===== config.mk =====
export PLATFORM = sky130hd
export DESIGN_NAME = usb_rx
export DESIGN_NICKNAME = d
export VERILOG_FILES = /design/src/source/usb_rx_pkg.sv /design/src/source/usb_bit_timer.sv /design/src/source/usb_byte_shifter.sv /design/src/source/usb_crc_checker.sv /design/src/source/usb_data_holdback.sv /design/src/source/usb_line_decoder.sv /design/src/source/usb_rx.sv /design/src/source/usb_rx_control.sv
export SDC_FILE = /design/constraint.sdc
export NUM_CORES = 1
export LEC_CHECK = 0
export ABC_CLOCK_PERIOD_IN_PS = 2000
export BUFFER_PORTS_ARGS = -buffer_cell sky130_fd_sc_hd__buf_2
export CORE_AREA = 2 2 87 89
export CTS_CLUSTER_DIAMETER = 120
export CTS_CLUSTER_SIZE = 40
export DETAILED_ROUTE_END_ITERATION = 8
export DIE_AREA = 0 0 89 91
export PLACE_DENSITY = 0.78
export SKIP_CTS_REPAIR_TIMING = 1
export SLEW_MARGIN = 20
export SYNTH_ARGS = -nofsm -noshare
export SYNTH_HDL_FRONTEND = slang
export SYNTH_SLANG_ARGS = --single-unit

===== constraint.sdc =====
create_clock -name tb_clk -period 2 [get_ports tb_clk]
set_clock_uncertainty 0.2 [all_clocks]
set_input_delay 0.4 -clock tb_clk [delete_from_list [all_inputs] [get_ports tb_clk]]
set_output_delay 0.4 -clock tb_clk [all_outputs]
set_load 0.02 [all_outputs]

===== src/source/usb_rx_pkg.sv =====
// usb receive definitions
package usb_rx_pkg;

  // **************************************************
  // line timing and bit recovery
  // **************************************************
  localparam logic [3:0] CLKS_PER_BIT = 4'd8;  // 100 MHz over 12 Mbit, rounded
  localparam logic [3:0] SAMPLE_POINT = 4'd4;  // mid-bit, counted from an edge
  localparam logic [2:0] STUFF_RUN    = 3'd6;  // ones before a stuffed bit

  localparam int BYTE_W = 8;

  localparam logic [BYTE_W-1:0] SYNC_BYTE = 8'h01;  // seven zeros then a one

  // device identity, tokens for anything else are ignored
  localparam logic [6:0] DEV_ADDR = 7'd0;
  localparam logic [3:0] DEV_ENDP = 4'd0;

  // **************************************************
  // crc generators, preset all ones
  // **************************************************
  // residue is what is left once the inverted crc went through the lfsr
  localparam logic [4:0]  CRC5_POLY     = 5'b00101;
  localparam logic [4:0]  CRC5_RESIDUE  = 5'b01100;
  localparam logic [15:0] CRC16_POLY    = 16'h8005;
  localparam logic [15:0] CRC16_RESIDUE = 16'h800D;

  // upper nibble of the pid byte, lower nibble is its complement
  typedef enum logic [3:0] {
    PID_OUT   = 4'b0001,
    PID_IN    = 4'b1001,
    PID_DATA0 = 4'b0011,
    PID_DATA1 = 4'b1011,
    PID_ACK   = 4'b0010,
    PID_NAK   = 4'b1010
  } pid_e;

  // what rx_packet reports, idle between strobes
  typedef enum logic [2:0] {
    RES_IDLE = 3'd0,
    RES_DATA = 3'd1,
    RES_OUT  = 3'd2,
    RES_IN   = 3'd3,
    RES_ACK  = 3'd4,
    RES_NAK  = 3'd5,
    RES_BAD  = 3'd6
  } rx_result_e;

  typedef enum logic [3:0] {
    ST_IDLE,           // one cycle, clears the frame
    ST_SYNC,           // waiting for the first byte
    ST_PID,
    ST_TOKEN1,         // addr + endp msb
    ST_TOKEN2,         // endp low bits + crc5
    ST_TOKEN_END,
    ST_PAYLOAD,
    ST_HANDSHAKE_END,
    ST_DISCARD         // ignore the rest until eop
  } rx_state_e;

endpackage


===== src/source/usb_bit_timer.sv =====
// usb bit timer
`timescale 1ns/10ps

module usb_bit_timer (
  input  logic tb_clk,
  input  logic rst_n,
  input  logic line_edge,   // synchronized transition on the pair
  input  logic line_idle,   // no packet on the line
  output logic bit_sample   // one cycle strobe at mid-bit
);

  logic [3:0] clk_cnt;  // clocks since the last edge or bit boundary

  // restart on every transition so timing follows the sender
  always_ff @(posedge tb_clk or negedge rst_n) begin
    if (!rst_n) begin
      clk_cnt <= '0;
    end else if (line_idle || line_edge) begin
      clk_cnt <= '0;  // hold while idle, re-align on edges
    end else if (clk_cnt == usb_rx_pkg::CLKS_PER_BIT - 4'd1) begin
      clk_cnt <= '0;  // next bit, no edge seen
    end else begin
      clk_cnt <= clk_cnt + 4'd1;
    end
  end

  // sample point sits half a bit after the boundary
  assign bit_sample = !line_idle && (clk_cnt == usb_rx_pkg::SAMPLE_POINT);

endmodule


===== src/source/usb_byte_shifter.sv =====
// usb byte shifter
`timescale 1ns/10ps

module usb_byte_shifter (
  input  logic                          tb_clk,
  input  logic                          rst_n,
  input  logic                          bit_valid,
  input  logic                          bit_data,
  input  logic                          frame_clr,
  input  logic                          eop,
  output logic                          byte_valid,
  output logic [usb_rx_pkg::BYTE_W-1:0] byte_data,
  output logic                          partial
);

  logic [2:0] bit_cnt;  // bits already in the current byte

  // msb arrives first and ends up on top
  always_ff @(posedge tb_clk) begin
    if (bit_valid) byte_data <= {byte_data[usb_rx_pkg::BYTE_W-2:0], bit_data};
  end

  always_ff @(posedge tb_clk or negedge rst_n) begin
    if (!rst_n) begin
      bit_cnt    <= '0;
      byte_valid <= 1'b0;
    end else begin
      byte_valid <= 1'b0;
      if (frame_clr) begin
        bit_cnt <= '0;  // new frame
      end else if (bit_valid) begin
        bit_cnt <= bit_cnt + 3'd1;  // wraps after eight
        if (bit_cnt == 3'd7) byte_valid <= 1'b1;
      end
    end
  end

  // eop landing between byte boundaries
  assign partial = eop && (bit_cnt != 3'd0);

endmodule


===== src/source/usb_crc_checker.sv =====
// usb crc checker
`timescale 1ns/10ps

module usb_crc_checker (
  input  logic tb_clk,
  input  logic rst_n,
  input  logic bit_valid,
  input  logic bit_data,
  input  logic crc_en,
  input  logic frame_clr,
  output logic crc5_ok,
  output logic crc16_ok
);

  logic [4:0]  crc5;
  logic [15:0] crc16;
  logic        fb5;   // feedback taps
  logic        fb16;

  assign fb5  = bit_data ^ crc5[4];
  assign fb16 = bit_data ^ crc16[15];

  // **************************************************
  // token crc5
  // **************************************************
  always_ff @(posedge tb_clk or negedge rst_n) begin
    if (!rst_n) begin
      crc5 <= '1;
    end else if (frame_clr) begin
      crc5 <= '1;  // preset
    end else if (bit_valid && crc_en) begin
      crc5 <= {crc5[3:0], 1'b0} ^ (fb5 ? usb_rx_pkg::CRC5_POLY : 5'd0);
    end
  end

  // **************************************************
  // data crc16
  // **************************************************
  always_ff @(posedge tb_clk or negedge rst_n) begin
    if (!rst_n) begin
      crc16 <= '1;
    end else if (frame_clr) begin
      crc16 <= '1;
    end else if (bit_valid && crc_en) begin
      crc16 <= {crc16[14:0], 1'b0} ^ (fb16 ? usb_rx_pkg::CRC16_POLY : 16'd0);
    end
  end

  // good frame leaves the fixed residue, control picks the one it needs
  assign crc5_ok  = (crc5 == usb_rx_pkg::CRC5_RESIDUE);
  assign crc16_ok = (crc16 == usb_rx_pkg::CRC16_RESIDUE);

endmodule


===== src/source/usb_data_holdback.sv =====
// usb payload holdback
`timescale 1ns/10ps

module usb_data_holdback (
  input  logic                          tb_clk,
  input  logic                          rst_n,
  input  logic                          byte_valid,
  input  logic                          hold_en,
  input  logic                          frame_clr,
  input  logic [usb_rx_pkg::BYTE_W-1:0] byte_data,
  output logic                          rx_data_store,
  output logic [usb_rx_pkg::BYTE_W-1:0] rx_data
);

  logic [usb_rx_pkg::BYTE_W-1:0] hold_new;  // most recent byte
  logic [usb_rx_pkg::BYTE_W-1:0] hold_old;  // byte before it
  logic [1:0]                    fill;      // 0..2 bytes held
  logic                          push;

  assign push = byte_valid && hold_en;

  // last two bytes of a data packet are the crc16, they stay behind
  always_ff @(posedge tb_clk) begin
    if (push) begin
      hold_old <= hold_new;
      hold_new <= byte_data;
      if (fill == 2'd2) rx_data <= hold_old;  // oldest leaves
    end
  end

  always_ff @(posedge tb_clk or negedge rst_n) begin
    if (!rst_n) begin
      fill          <= '0;
      rx_data_store <= 1'b0;
    end else begin
      rx_data_store <= push && (fill == 2'd2);  // one cycle strobe
      if (frame_clr) begin
        fill <= '0;
      end else if (push && fill != 2'd2) begin
        fill <= fill + 2'd1;
      end
    end
  end

endmodule


===== src/source/usb_line_decoder.sv =====
// usb line decoder
`timescale 1ns/10ps

module usb_line_decoder (
  input  logic tb_clk,
  input  logic rst_n,
  input  logic d_plus,
  input  logic d_minus,
  input  logic bit_sample,
  output logic line_edge,
  output logic line_idle,
  output logic bit_valid,
  output logic bit_data,
  output logic eop
);

  logic [1:0] dp_sync;   // [1] is the synchronized level
  logic [1:0] dm_sync;
  logic       dp_q;      // previous synchronized levels, for edges
  logic       dm_q;
  logic       se0;
  logic       nrzi_bit;
  logic       prev_lvl;  // d_plus at the last sample
  logic [2:0] ones_cnt;  // run of decoded ones
  logic       se0_seen;

  // **************************************************
  // synchronizers and edge detect
  // **************************************************
  always_ff @(posedge tb_clk or negedge rst_n) begin
    if (!rst_n) begin
      dp_sync <= 2'b11;  // line rests in J
      dm_sync <= 2'b00;
      dp_q    <= 1'b1;
      dm_q    <= 1'b0;
    end else begin
      dp_sync <= {dp_sync[0], d_plus};
      dm_sync <= {dm_sync[0], d_minus};
      dp_q    <= dp_sync[1];
      dm_q    <= dm_sync[1];
    end
  end

  assign line_edge = (dp_sync[1] != dp_q) || (dm_sync[1] != dm_q);
  assign se0       = !dp_sync[1] && !dm_sync[1];  // both low
  assign nrzi_bit  = (dp_sync[1] == prev_lvl);    // no change is a one

  // **************************************************
  // nrzi decode, unstuff, eop
  // **************************************************
  always_ff @(posedge tb_clk or negedge rst_n) begin
    if (!rst_n) begin
      line_idle <= 1'b1;
      prev_lvl  <= 1'b1;
      ones_cnt  <= '0;
      se0_seen  <= 1'b0;
      bit_valid <= 1'b0;
      bit_data  <= 1'b0;
      eop       <= 1'b0;
    end else begin
      bit_valid <= 1'b0;
      eop       <= 1'b0;
      if (line_edge) line_idle <= 1'b0;  // packet starts on first transition
      if (bit_sample) begin
        if (se0) begin
          se0_seen <= 1'b1;
        end else if (se0_seen) begin
          // J after se0 closes the packet
          se0_seen  <= 1'b0;
          eop       <= 1'b1;
          line_idle <= 1'b1;
          prev_lvl  <= 1'b1;
          ones_cnt  <= '0;
        end else begin
          prev_lvl <= dp_sync[1];
          if (ones_cnt == usb_rx_pkg::STUFF_RUN) begin
            ones_cnt <= '0;  // stuffed bit, dropped
          end else begin
            bit_valid <= 1'b1;
            bit_data  <= nrzi_bit;
            ones_cnt  <= nrzi_bit ? ones_cnt + 3'd1 : 3'd0;
          end
        end
      end
    end
  end

endmodule


===== src/source/usb_rx.sv =====
// usb full-speed receiver
`timescale 1ns/10ps

module usb_rx (
  input  logic                          tb_clk,
  input  logic                          rst_n,
  input  logic                          d_plus,
  input  logic                          d_minus,
  output usb_rx_pkg::rx_result_e        rx_packet,
  output logic                          rx_data_store,
  output logic [usb_rx_pkg::BYTE_W-1:0] rx_data
);

  // line side
  logic bit_sample;
  logic line_edge;
  logic line_idle;
  logic bit_valid;
  logic bit_data;
  logic eop;

  // byte side
  logic                          byte_valid;
  logic [usb_rx_pkg::BYTE_W-1:0] byte_data;
  logic                          partial;
  logic                          crc5_ok;
  logic                          crc16_ok;
  logic                          frame_clr;
  logic                          crc_en;
  logic                          hold_en;

  // **************************************************
  // bit recovery
  // **************************************************
  usb_bit_timer u_bit_timer (
    .tb_clk(tb_clk), .rst_n(rst_n),
    .line_edge(line_edge), .line_idle(line_idle),
    .bit_sample(bit_sample)
  );

  usb_line_decoder u_line_decoder (
    .tb_clk(tb_clk), .rst_n(rst_n),
    .d_plus(d_plus), .d_minus(d_minus), .bit_sample(bit_sample),
    .line_edge(line_edge), .line_idle(line_idle),
    .bit_valid(bit_valid), .bit_data(bit_data), .eop(eop)
  );

  // **************************************************
  // framing and checks
  // **************************************************
  usb_byte_shifter u_byte_shifter (
    .tb_clk(tb_clk), .rst_n(rst_n),
    .bit_valid(bit_valid), .bit_data(bit_data), .frame_clr(frame_clr), .eop(eop),
    .byte_valid(byte_valid), .byte_data(byte_data), .partial(partial)
  );

  usb_crc_checker u_crc_checker (
    .tb_clk(tb_clk), .rst_n(rst_n),
    .bit_valid(bit_valid), .bit_data(bit_data), .crc_en(crc_en), .frame_clr(frame_clr),
    .crc5_ok(crc5_ok), .crc16_ok(crc16_ok)
  );

  usb_data_holdback u_data_holdback (
    .tb_clk(tb_clk), .rst_n(rst_n),
    .byte_valid(byte_valid), .hold_en(hold_en), .frame_clr(frame_clr),
    .byte_data(byte_data),
    .rx_data_store(rx_data_store), .rx_data(rx_data)
  );

  usb_rx_control u_rx_control (
    .tb_clk(tb_clk), .rst_n(rst_n),
    .byte_valid(byte_valid), .byte_data(byte_data), .eop(eop), .partial(partial),
    .crc5_ok(crc5_ok), .crc16_ok(crc16_ok),
    .frame_clr(frame_clr), .crc_en(crc_en), .hold_en(hold_en),
    .rx_packet(rx_packet)
  );

endmodule


===== src/source/usb_rx_control.sv =====
// usb packet control
`timescale 1ns/10ps

module usb_rx_control (
  input  logic                          tb_clk,
  input  logic                          rst_n,
  input  logic                          byte_valid,
  input  logic [usb_rx_pkg::BYTE_W-1:0] byte_data,
  input  logic                          eop,
  input  logic                          partial,
  input  logic                          crc5_ok,
  input  logic                          crc16_ok,
  output logic                          frame_clr,
  output logic                          crc_en,
  output logic                          hold_en,
  output usb_rx_pkg::rx_result_e        rx_packet
);

  usb_rx_pkg::rx_state_e state;
  usb_rx_pkg::pid_e      pid_in;    // pid nibble of the current byte
  usb_rx_pkg::pid_e      pid_q;     // pid of this packet
  logic                  pid_ok;    // nibble matches its complement
  logic                  addr_ok;
  logic                  endp_msb;  // endp[3] rides in the first token byte
  logic                  endp_ok;

  assign pid_in  = usb_rx_pkg::pid_e'(byte_data[7:4]);
  assign pid_ok  = (byte_data[3:0] == ~byte_data[7:4]);
  assign endp_ok = ({endp_msb, byte_data[7:5]} == usb_rx_pkg::DEV_ENDP);

  assign frame_clr = (state == usb_rx_pkg::ST_IDLE);
  assign crc_en    = (state == usb_rx_pkg::ST_TOKEN1) || (state == usb_rx_pkg::ST_TOKEN2) ||
                     (state == usb_rx_pkg::ST_PAYLOAD);  // everything after the pid
  assign hold_en   = (state == usb_rx_pkg::ST_PAYLOAD);

  // packet fields
  always_ff @(posedge tb_clk) begin
    if (byte_valid && state == usb_rx_pkg::ST_PID) pid_q <= pid_in;
    if (byte_valid && state == usb_rx_pkg::ST_TOKEN1) begin
      addr_ok  <= (byte_data[7:1] == usb_rx_pkg::DEV_ADDR);
      endp_msb <= byte_data[0];
    end
  end

  // **************************************************
  // packet fsm, results strobe for one cycle
  // **************************************************
  always_ff @(posedge tb_clk or negedge rst_n) begin
    if (!rst_n) begin
      state     <= usb_rx_pkg::ST_IDLE;
      rx_packet <= usb_rx_pkg::RES_IDLE;
    end else begin
      rx_packet <= usb_rx_pkg::RES_IDLE;
      case (state)
        usb_rx_pkg::ST_IDLE: state <= usb_rx_pkg::ST_SYNC;
        usb_rx_pkg::ST_SYNC: begin
          if (eop) state <= usb_rx_pkg::ST_IDLE;  // runt, nothing to report
          else if (byte_valid) state <= (byte_data == usb_rx_pkg::SYNC_BYTE) ?
                                        usb_rx_pkg::ST_PID : usb_rx_pkg::ST_DISCARD;
        end
        usb_rx_pkg::ST_PID: begin
          if (eop) begin
            rx_packet <= usb_rx_pkg::RES_BAD;  // cut short
            state     <= usb_rx_pkg::ST_IDLE;
          end else if (byte_valid) begin
            if (!pid_ok) begin
              state <= usb_rx_pkg::ST_DISCARD;
            end else begin
              case (pid_in)
                usb_rx_pkg::PID_OUT, usb_rx_pkg::PID_IN: state <= usb_rx_pkg::ST_TOKEN1;
                usb_rx_pkg::PID_DATA0, usb_rx_pkg::PID_DATA1: begin
                  state     <= usb_rx_pkg::ST_PAYLOAD;
                  rx_packet <= usb_rx_pkg::RES_DATA;  // announced before payload
                end
                usb_rx_pkg::PID_ACK, usb_rx_pkg::PID_NAK: state <= usb_rx_pkg::ST_HANDSHAKE_END;
                default: state <= usb_rx_pkg::ST_DISCARD;  // unsupported pid
              endcase
            end
          end
        end
        usb_rx_pkg::ST_TOKEN1, usb_rx_pkg::ST_TOKEN2: begin
          if (eop) begin
            rx_packet <= usb_rx_pkg::RES_BAD;
            state     <= usb_rx_pkg::ST_IDLE;
          end else if (byte_valid && state == usb_rx_pkg::ST_TOKEN1) begin
            state <= usb_rx_pkg::ST_TOKEN2;
          end else if (byte_valid) begin
            // another device's token, stay silent
            state <= (addr_ok && endp_ok) ? usb_rx_pkg::ST_TOKEN_END : usb_rx_pkg::ST_DISCARD;
          end
        end
        usb_rx_pkg::ST_TOKEN_END: begin
          if (eop) begin
            if (partial || !crc5_ok) rx_packet <= usb_rx_pkg::RES_BAD;
            else if (pid_q == usb_rx_pkg::PID_IN) rx_packet <= usb_rx_pkg::RES_IN;
            else rx_packet <= usb_rx_pkg::RES_OUT;
            state <= usb_rx_pkg::ST_IDLE;
          end else if (byte_valid) begin
            state <= usb_rx_pkg::ST_DISCARD;  // token too long
          end
        end
        usb_rx_pkg::ST_PAYLOAD: begin
          if (eop) begin
            if (partial || !crc16_ok) rx_packet <= usb_rx_pkg::RES_BAD;  // after the bytes
            state <= usb_rx_pkg::ST_IDLE;
          end
        end
        usb_rx_pkg::ST_HANDSHAKE_END: begin
          if (eop) begin
            if (partial) rx_packet <= usb_rx_pkg::RES_BAD;
            else if (pid_q == usb_rx_pkg::PID_ACK) rx_packet <= usb_rx_pkg::RES_ACK;
            else rx_packet <= usb_rx_pkg::RES_NAK;
            state <= usb_rx_pkg::ST_IDLE;
          end else if (byte_valid) begin
            state <= usb_rx_pkg::ST_DISCARD;
          end
        end
        usb_rx_pkg::ST_DISCARD: if (eop) state <= usb_rx_pkg::ST_IDLE;
        default: state <= usb_rx_pkg::ST_IDLE;
      endcase
    end
  end

endmodule


==> run metrics, run 1 <==
CTS Root Cell clkbuf_8; FP Rows 31; Syn. warnings 0; first-pass detailed-route iteration total 4; via count 2370; Top Ports 16; synth top area cells edfxtp_1 30%, dfrtp_1 18%, dfstp_2 18%; Peak VDD IR 464 uV; setup repair after global routing missed its margin no; reg-to-reg startpoint u_crc_checker.crc16[15]$_DFFE_PN1P_; htree depth 3; Mapped Cells 287; placer congestion estimate 0.884; PnR Total Power 3750 uW; layout cells sized above 1 25.8%; power per cell area 857 nW/um^2; total gr overflow 0; CP arrival 1.93 ns; Tot GR Track Use 17.2%; number of global-route vias before repair 2320; prevailing post-synth register cell edfxtp_1; top-count cell post-synth edfxtp_1; Slew Limit Headroom 67.8%; largest net degree at the start of global routing 55; period utilisation layout 94.3%; height of the die 91 um; syn_nets 299; leading area contributor after synthesis edfxtp_1; clock latency on the worst-skew pair 0.37 ns; Hold Violations, Final 0; share of the synthesized area in the top cell type 29.6%; Core Util, Final 61.3%; # clock sinks 92; Critical Path RT 2.04 ns; Cell Area, Placed 4130 um^2; wirelength, routed 6290 um; Syn Area/Cell 13.5 um^2; HPWL Detailed 4220 um; initial antenna violation count 0; Worst setup endpoint u_rx_control.rx_packet[2]$_DFF_PN0_; clock tree buffer depth 2; R2R Setup Slk 0.11 ns; Layout Nets 332; post-route ant nets 0; mapped cell area 3860 um^2; Crit Path Category reg2reg; Slew @ Worst Pin 0.479 ns; Seq cells post-synth 92; 1st-iter DRT viols 210; starting density of the core 54.1%; via count normalized by instance count 5.59; HP Class reg2reg; CP Launch Point u_crc_checker.crc16[15]$_DFFE_PN1P_; wire length per cell 14.8 um; minimum clock period after layout 1.89 ns; n_diodes 0; FFs w/ async S/R, synth 58.7%; setup TNS 0 ns; DP Worst Slack 0.102 ns; max cap viols 0; critical path endpoint category flop; CTS tree done; number of flops mapped to enable cells by yosys 38; Netlist cell types 61; Inserted Clock Buffers 9; first-pass GRT wire length 10600 um; status finished clean; cell area after layout 4370 um^2; core area 7140 um^2; worst setup margin 0.114 ns; CP startpoint kind flop; R2R depth 5; setup violators final 0; count of input and output buffers 15; area grow syn2layout 13.2%; Worst Path Max Fanout 4; die width 89 um; maximum clock rate 530 MHz; full die area 8100 um^2; Static Leak 0.00168 uW; commonest cells in the netlist 38 x edfxtp_1, 28 x dfrtp_1, 26 x dfstp_2; DRC viols 0; post-synthesis sequential area ratio 65.4%; max-slew violations 0; Worst-path clk slew 0.10 ns; FF-to-FF End u_rx_control.rx_packet[2]$_DFF_PN0_
==> cells in the final DEF, fill, tap and decap left out, types with 4 or more instances in the layout <==
cell,count
inv_8,4
clkbuf_8,9
o21ai_0,6
o22a_1,20
a21oi_1,11
xor2_1,7
buf_4,13
nor2b_1,5
edfxtp_1,38
nor3_1,4
buf_2,15
inv_1,14
xnor2_1,5
dfstp_2,26
dfrtp_1,28
nand2_1,9
nor2_1,21
and2_1,5
ha_1,8
nand3_1,5
nor4_1,4
==> registers in the layout, summed over array words and instances (netlist names), 3 cells and up <==
register,cells
u_bit_timer.clk_cnt,4
u_byte_shifter.bit_cnt,3
u_byte_shifter.byte_data,8
u_crc_checker.crc16,16
u_crc_checker.crc5,5
u_data_holdback.hold_new,8
u_data_holdback.hold_old,8
u_data_holdback.rx_data,8
u_line_decoder.ones_cnt,3
u_rx_control.pid_q,4
u_rx_control.rx_packet,3
u_rx_control.state,4
==> layer usage <==
layer  vias up  wire, um  track usage [%]
met2        69      3090             27.2
met1      1154      2750             22.0
met5         -         0                0
li1       1136         -                -
met3        11       315             4.73
met4         0       131             7.84
==> area by class of cell <==
| cell class | count | area, um^2 |
|---|---|---|
| sequential | 92 | 2520 |
| timing repair buffer | 33 | 243 |
| clock inverter | 7 | 71.3 |
| multi-input combinational | 169 | 1220 |
| tap | 99 | 124 |
| fill | 590 | 2770 |
| inverter | 15 | 60.1 |
| clock buffer | 9 | 124 |
==> stage by stage <==
step,hold slack (ns),instances
final,0.154,424
after global routing,0.152,424
after CTS,-0.175,421
after detailed placement,0.141,405
after global placement,0.136,405
after floorplan,-0.0956,287
==> critical path, stage by stage (launching register included) <==
cell      delay [ns]
dfstp_2         0.57
or4b_1          0.43
a21oi_1         0.13
nand4_1         0.12
a32oi_2         0.20
o211ai_1        0.11
==> where the power goes <==
group / total (uW) / switching, uW / leakage (uW) / internal, uW
Combinational: 476 / 289 / 0.000590 / 187
Clock: 1210 / 714 / 0.000102 / 497
Sequential: 2060 / 54.2 / 0.000992 / 2010
Total: 3750 / 1060 / 0.00168 / 2690
==> how the worst min path moves through the flow <==
stage	cells past startpoint	endpoint	start	slack, ns
2_1_floorplan	0	u_bit_timer.clk_cnt[0]$_DFF_PN0_	rst_n	-0.1
3_3_place_gp	0	u_line_decoder.dm_sync[1]$_DFF_PN0_	u_line_decoder.dm_sync[0]$_DFF_PN0_	0.14
3_5_place_dp	0	u_line_decoder.dm_sync[1]$_DFF_PN0_	u_line_decoder.dm_sync[0]$_DFF_PN0_	0.14
4_1_cts	2	u_byte_shifter.bit_cnt[2]$_DFFE_PN0P_	rst_n	-0.18
5_1_grt	0	u_line_decoder.dp_sync[1]$_DFF_PN1_	u_line_decoder.dp_sync[0]$_DFF_PN1_	0.15
6_report	0	u_line_decoder.dp_sync[1]$_DFF_PN1_	u_line_decoder.dp_sync[0]$_DFF_PN1_	0.15
==> logic make-up (layout without fill, tap and decap cells) <==
logic type	Yosys count	after routing	synth area share (%)
DFF	92	92	65.4
and+or+nand+nor	82	82	12.7
AOI/OAI and AO/OA	64	64	12.4
buffers and inverters	26	64	3.37
xor gates and xnor gates	12	12	2.72
adders and majority gates	8	8	2.59
muxes	3	3	0.778
(Power assumes the default switching activity.)
==> inputs of run 2 (changes only) <==
- BUFFER_PORTS_ARGS: -buffer_cell sky130_fd_sc_hd__buf_2 -> default
- CORE_AREA: 2 2 87 89 -> 2 2 102 104
- DIE_AREA: 0 0 89 91 -> 0 0 104 106
- DONT_BUFFER_PORTS: default -> 1
- PLACE_DENSITY: 0.78 -> 0.59
==> run metrics, run 2 (synthesis gave the netlist of run 1 again) <==
clock tree buffer depth 2 (unchanged); via count 2296 (-3.1%); Tot GR Track Use 12.2% (-5.1 points); setup repair after global routing missed its margin no; Layout Nets 323 (-2.7%); Worst Path Max Fanout 4 (unchanged); Peak VDD IR 415 uV (-11%); maximum clock rate 523 MHz (-1.3%); largest net degree at the start of global routing 55 (unchanged); max-slew violations 0 (unchanged); minimum clock period after layout 1.91 ns (+0.0251 ns); wire length per cell 13.9 um (-6.3%); first-pass detailed-route iteration total 4 (unchanged); layout cells sized above 1 24.1% (-1.8 points); first-pass GRT wire length 10800 um (+2.3%); Logic pwr share 12.3% (-0.4 points); FF-to-FF End u_rx_control.rx_packet[2]$_DFF_PN0_; setup violators final 0 (unchanged); htree depth 3 (unchanged); status finished clean; wirelength, routed 6280 um (-0.11%); Slew @ Worst Pin 0.627 ns (+0.148 ns); n_diodes 0 (unchanged); number of global-route vias before repair 2279 (-1.8%); setup TNS 0 ns (unchanged); reg-to-reg startpoint u_crc_checker.crc16[15]$_DFFE_PN1P_; # clock sinks 92 (unchanged); die width 104 um (+17%); CP cell instances or4b_4, a21oi_2, nand4_1, a32oi_2, o211ai_1; max cap viols 0 (unchanged); Sw Share 26.5% (-1.7 points); Largest Register u_crc_checker.crc16; FP Rows 37 (+19%); initial antenna violation count 0 (unchanged); post-route ant nets 0 (unchanged); clock latency on the worst-skew pair 0.36 ns (about the same); Net Switching 999 uW (-5.6%); critical path's largest stage delay 0.56 ns (about the same); commonest non-fill, non-tap cell in the layout edfxtp_1; area grow syn2layout 14.0%; Slew Limit Headroom 57.8% (-10 points); Critical Path RT 2.03 ns (about the same); critical path endpoint category flop; starting density of the core 38.6% (-15 points); DRC viols 0 (unchanged); CP arrival 1.94 ns (about the same); internal power 2770 uW (+2.8%); Largest register FFs 16 (unchanged); hold_sp u_line_decoder.dp_sync[0]$_DFF_PN1_; 1st-iter DRT viols 120 (-43%); full die area 11000 um^2 (+36%); R2R depth 5 (unchanged); total gr overflow 0 (unchanged); core area 10000 um^2 (+40%); Core Util, Final 44.0% (-17 points); HPWL Detailed 4250 um (+0.74%); Static Leak 0.00165 uW (-1.9%); Top Ports 16 (unchanged); Crit Path Category reg2reg; Hold Violations, Final 0 (unchanged); via count normalized by instance count 5.08 (-9.1%); Clock Power Share 32.8% (+0.5 points); CP startpoint kind flop; WHS Endpoint u_line_decoder.dp_sync[1]$_DFF_PN1_; HP Class reg2reg; Worst-path clk slew 0.10 ns (about the same); CP bufs+invs 0 (unchanged); CTS Root Cell clkbuf_8; Worst path slowest cell dfstp_2; hold path depth 0 (unchanged); CTS tree done; Inserted Clock Buffers 9 (unchanged); placer congestion estimate 0.908 (+2.7%); count of input and output buffers 0 (-15); period utilisation layout 95.6% (+1.3 points); height of the die 106 um (+16%); R2R Setup Slk 0.09 ns (-0.03 ns); sequential share of power 54.9% (about the same); most frequent cells in the layout 38 x edfxtp_1, 28 x dfrtp_1, 26 x dfstp_2, 21 x nor2_1, 20 x o22a_1; # fillers 921 (+56%); power per cell area 855 nW/um^2 (-0.27%); CP top delay family simple AND/OR/NAND/NOR gates
## run 2: worst max path at each step
| stage | startpoint | endpoint | slack [ns] | depth (start not counted) |
|---|---|---|---|---|
| CTS | u_crc_checker.crc16[15]$_DFFE_PN1P_ | u_rx_control.rx_packet[2]$_DFF_PN0_ | 0.04 | 5 |
| finish | u_crc_checker.crc16[15]$_DFFE_PN1P_ | u_rx_control.rx_packet[2]$_DFF_PN0_ | 0.09 | 5 |
| detailed placement | u_crc_checker.crc16[15]$_DFFE_PN1P_ | u_rx_control.rx_packet[2]$_DFF_PN0_ | 0.07 | 5 |
| global placement | u_crc_checker.crc16[15]$_DFFE_PN1P_ | u_rx_control.rx_packet[2]$_DFF_PN0_ | 0.14 | 5 |
| global route | u_rx_control.state[0]$_DFFE_PN0P_ | u_rx_control.state[0]$_DFFE_PN0P_ | 0.0001 | 5 |
| floorplan | u_rx_control.state[1]$_DFFE_PN0P_ | u_data_holdback.rx_data[0]$_DFFE_PP_ | 0.06 | 5 |
## run 2: area by class of cell
cell class | instances | area [um^2] | area share, %
repair buffers | 24 | 220 | 5.00
inverters | 15 | 60.1 | 1.36
clock buffers | 11 | 163 | 3.69
multi-input cells | 169 | 1230 | 27.8
clock inverters | 5 | 38.8 | 0.881
well taps | 136 | 170 | 3.86
flip-flops and latches | 92 | 2520 | 57.3
## run 2: layer usage
layer  part of all wire [%]  vias to the layer above  GRT usage [%]
li1                       -                     1118              -
met1                     49                     1133           15.7
met2                     45                       35           19.0
met3                    3.4                       10           3.80
met4                    1.8                        0           5.21
met5                      0                        -              0
## run 2: per-stage QoR
step	power, uW	hold slack (ns)	cell area [um^2]	setup WS (ns)	cells
floorplan	2430	-0.0956	3860	0.0609	287
global placement	2520	-0.0944	4100	0.142	429
detailed placement	2530	-0.0943	4100	0.0654	429
CTS	3770	-0.488	4300	0.0372	445
global route	3950	0.166	4400	0.000147	452
finish	3760	0.161	4400	0.0888	452
## run 2: power groups by stage
stage | clock, uW | combinational [uW] | sequential (uW)
after floorplan | 0 | 359 | 2080
after global placement | 0 | 421 | 2100
after detailed placement | 0 | 422 | 2110
after CTS | 1280 | 426 | 2070
after global routing | 1360 | 512 | 2080
final | 1240 | 463 | 2070
==> inputs of run 3 (changes only) <==
- PLACE_DENSITY: 0.59 -> 0.64
==> run metrics, run 3 (synthesis gave the netlist of run 1 again) <==
post-route ant nets 0 (unchanged); core area 10000 um^2 (unchanged); hold_sp u_line_decoder.dm_sync[0]$_DFF_PN0_; clock latency on the worst-skew pair 0.36 ns (about the same); worst setup margin 0.102 ns (+0.0131 ns); Critical Path RT 2.04 ns (about the same); critical path endpoint category flop; PnR Total Power 3810 uW (+1.2%); largest net degree at the start of global routing 55 (unchanged); sequential share of power 53.9% (-1.0 points); die width 104 um (unchanged); DRC viols 0 (unchanged); FP Rows 37 (unchanged); Sw Share 28.7% (+2.1 points); height of the die 106 um (unchanged); max-slew violations 0 (unchanged); area grow syn2layout 14.2%; Slew Limit Headroom 61.6% (+3.8 points); maximum clock rate 527 MHz (+0.69%); CP startpoint kind flop; HPWL Detailed 4380 um (+3.0%); HP Class reg2reg; Top Ports 16 (unchanged); CTS tree done; Worst Path Max Fanout 4 (unchanged); via count normalized by instance count 5.11 (+0.56%); htree depth 3 (unchanged); Slew @ Worst Pin 0.571 ns (-0.0566 ns); Largest register FFs 16 (unchanged); # fillers 929 (+0.87%); first-pass detailed-route iteration total 4 (unchanged); via count 2314 (+0.78%); FF-to-FF End u_rx_control.rx_packet[2]$_DFF_PN0_; Peak VDD IR 355 uV (-14%); max cap viols 0 (unchanged); setup violators final 0 (unchanged); 1st-iter DRT viols 119 (-0.83%); internal power 2720 uW (-1.8%); starting density of the core 38.6% (unchanged); clock tree buffer depth 2 (unchanged); CP arrival 1.94 ns (about the same); WHS Endpoint u_line_decoder.dm_sync[1]$_DFF_PN0_; wirelength, routed 6610 um (+5.1%); full die area 11000 um^2 (unchanged); period utilisation layout 94.9% (-0.65 points); Net Switching 1090 uW (+9.3%); placer congestion estimate 0.907 (-0.19%); power per cell area 864 nW/um^2 (+1.0%); CTS Root Cell clkbuf_8; Layout Nets 324 (+0.31%); Hold Violations, Final 0 (unchanged); Static Leak 0.00166 uW (+0.22%); first-pass GRT wire length 11000 um (+2.0%); total gr overflow 0 (unchanged); Tot GR Track Use 12.7% (+0.51 points); number of global-route vias before repair 2300 (+0.92%); Crit Path Category reg2reg; Logic pwr share 13.4% (+1.1 points); commonest non-fill, non-tap cell in the layout edfxtp_1; Worst-path clk slew 0.10 ns (about the same); initial antenna violation count 0 (unchanged); Clock Power Share 32.6% (-0.2 points); R2R depth 5 (unchanged); Inserted Clock Buffers 9 (unchanged); reg-to-reg startpoint u_crc_checker.crc16[15]$_DFFE_PN1P_; layout cells sized above 1 24.3% (+0.24 points); minimum clock period after layout 1.90 ns (-0.0131 ns); R2R Setup Slk 0.10 ns (about the same); wire length per cell 14.6 um (+4.9%); n_diodes 0 (unchanged); hold path depth 0 (unchanged); count of input and output buffers 0 (unchanged); # clock sinks 92 (unchanged); most frequent cells in the layout 38 x edfxtp_1, 28 x dfrtp_1, 26 x dfstp_2; DP Worst Slack 0.0862 ns (+0.0207 ns); status finished clean; Largest Register u_crc_checker.crc16
[run 3: cell count changes in the layout (fill, tap and decap cells not counted), sizes merged]
cell / change
buf: +1
clkinvlp: -1
clkinv: +2
inv: +1
clkbuf: -2
[run 3: power by group through the flow]
stage / logic, uW / clock network, uW / registers [uW]
detailed placement: 473 / 0 / 2090
CTS: 476 / 1280 / 2050
floorplan: 359 / 0 / 2080
global route: 560 / 1390 / 2060
finish: 512 / 1240 / 2050
global placement: 468 / 0 / 2090
[run 3: critical path, cell delays in order, from the launching register on]
cell,delay (ns)
dfstp_2,0.56
or4b_1,0.46
a21oi_2,0.12
nand4_1,0.12
a32oi_2,0.21
o211ai_1,0.11
[run 3: worst max path at each step]
stage                                                 to  slack (ns)                                start  depth (start not counted)
floorplan           u_data_holdback.rx_data[0]$_DFFE_PP_        0.06    u_rx_control.state[1]$_DFFE_PN0P_                          5
global placement     u_rx_control.rx_packet[2]$_DFF_PN0_        0.13  u_crc_checker.crc16[15]$_DFFE_PN1P_                          5
detailed placement   u_rx_control.rx_packet[2]$_DFF_PN0_        0.09  u_crc_checker.crc16[15]$_DFFE_PN1P_                          5
CTS                  u_rx_control.rx_packet[2]$_DFF_PN0_        0.09  u_crc_checker.crc16[15]$_DFFE_PN1P_                          5
global route         u_rx_control.rx_packet[2]$_DFF_PN0_      -0.004  u_crc_checker.crc16[15]$_DFFE_PN1P_                          5
finish               u_rx_control.rx_packet[2]$_DFF_PN0_        0.10  u_crc_checker.crc16[15]$_DFFE_PN1P_                          5
[run 3: layout make-up]
class                   instances  area [um^2]  area share, %
flip-flops and latches         92         2520           57.3
multi-input cells             169         1230           27.8
repair buffers                 25          228           5.16
well taps                     136          170           3.86
clock buffers                   9          124           2.81
clock inverters                 7         76.3           1.73
inverters                      15         60.1           1.36
[run 3: stage by stage]
| stage | instances | util [%] | hold slack (ns) | area (um^2) | TNS, ns |
|---|---|---|---|---|---|
| 4_1_cts | 447 | 43.2 | -0.495 | 4320 | 0 |
| 3_5_place_dp | 431 | 41.2 | -0.0934 | 4120 | 0 |
| 6_report | 453 | 44.1 | 0.157 | 4410 | 0 |
| 5_1_grt | 453 | 44.1 | 0.163 | 4410 | -0.00408 |
| 3_3_place_gp | 431 | 41.2 | -0.0935 | 4120 | 0 |
| 2_1_floorplan | 287 | - | -0.0956 | 3860 | 0 |
[run 3: layer usage]
layer	up-vias	part of all wire [%]	GRT usage [%]
met4	0	1.7	5.02
met1	1145	47	15.8
met3	10	3.1	3.00
li1	1114	-	-
met2	45	49	21.5
met5	-	0	0
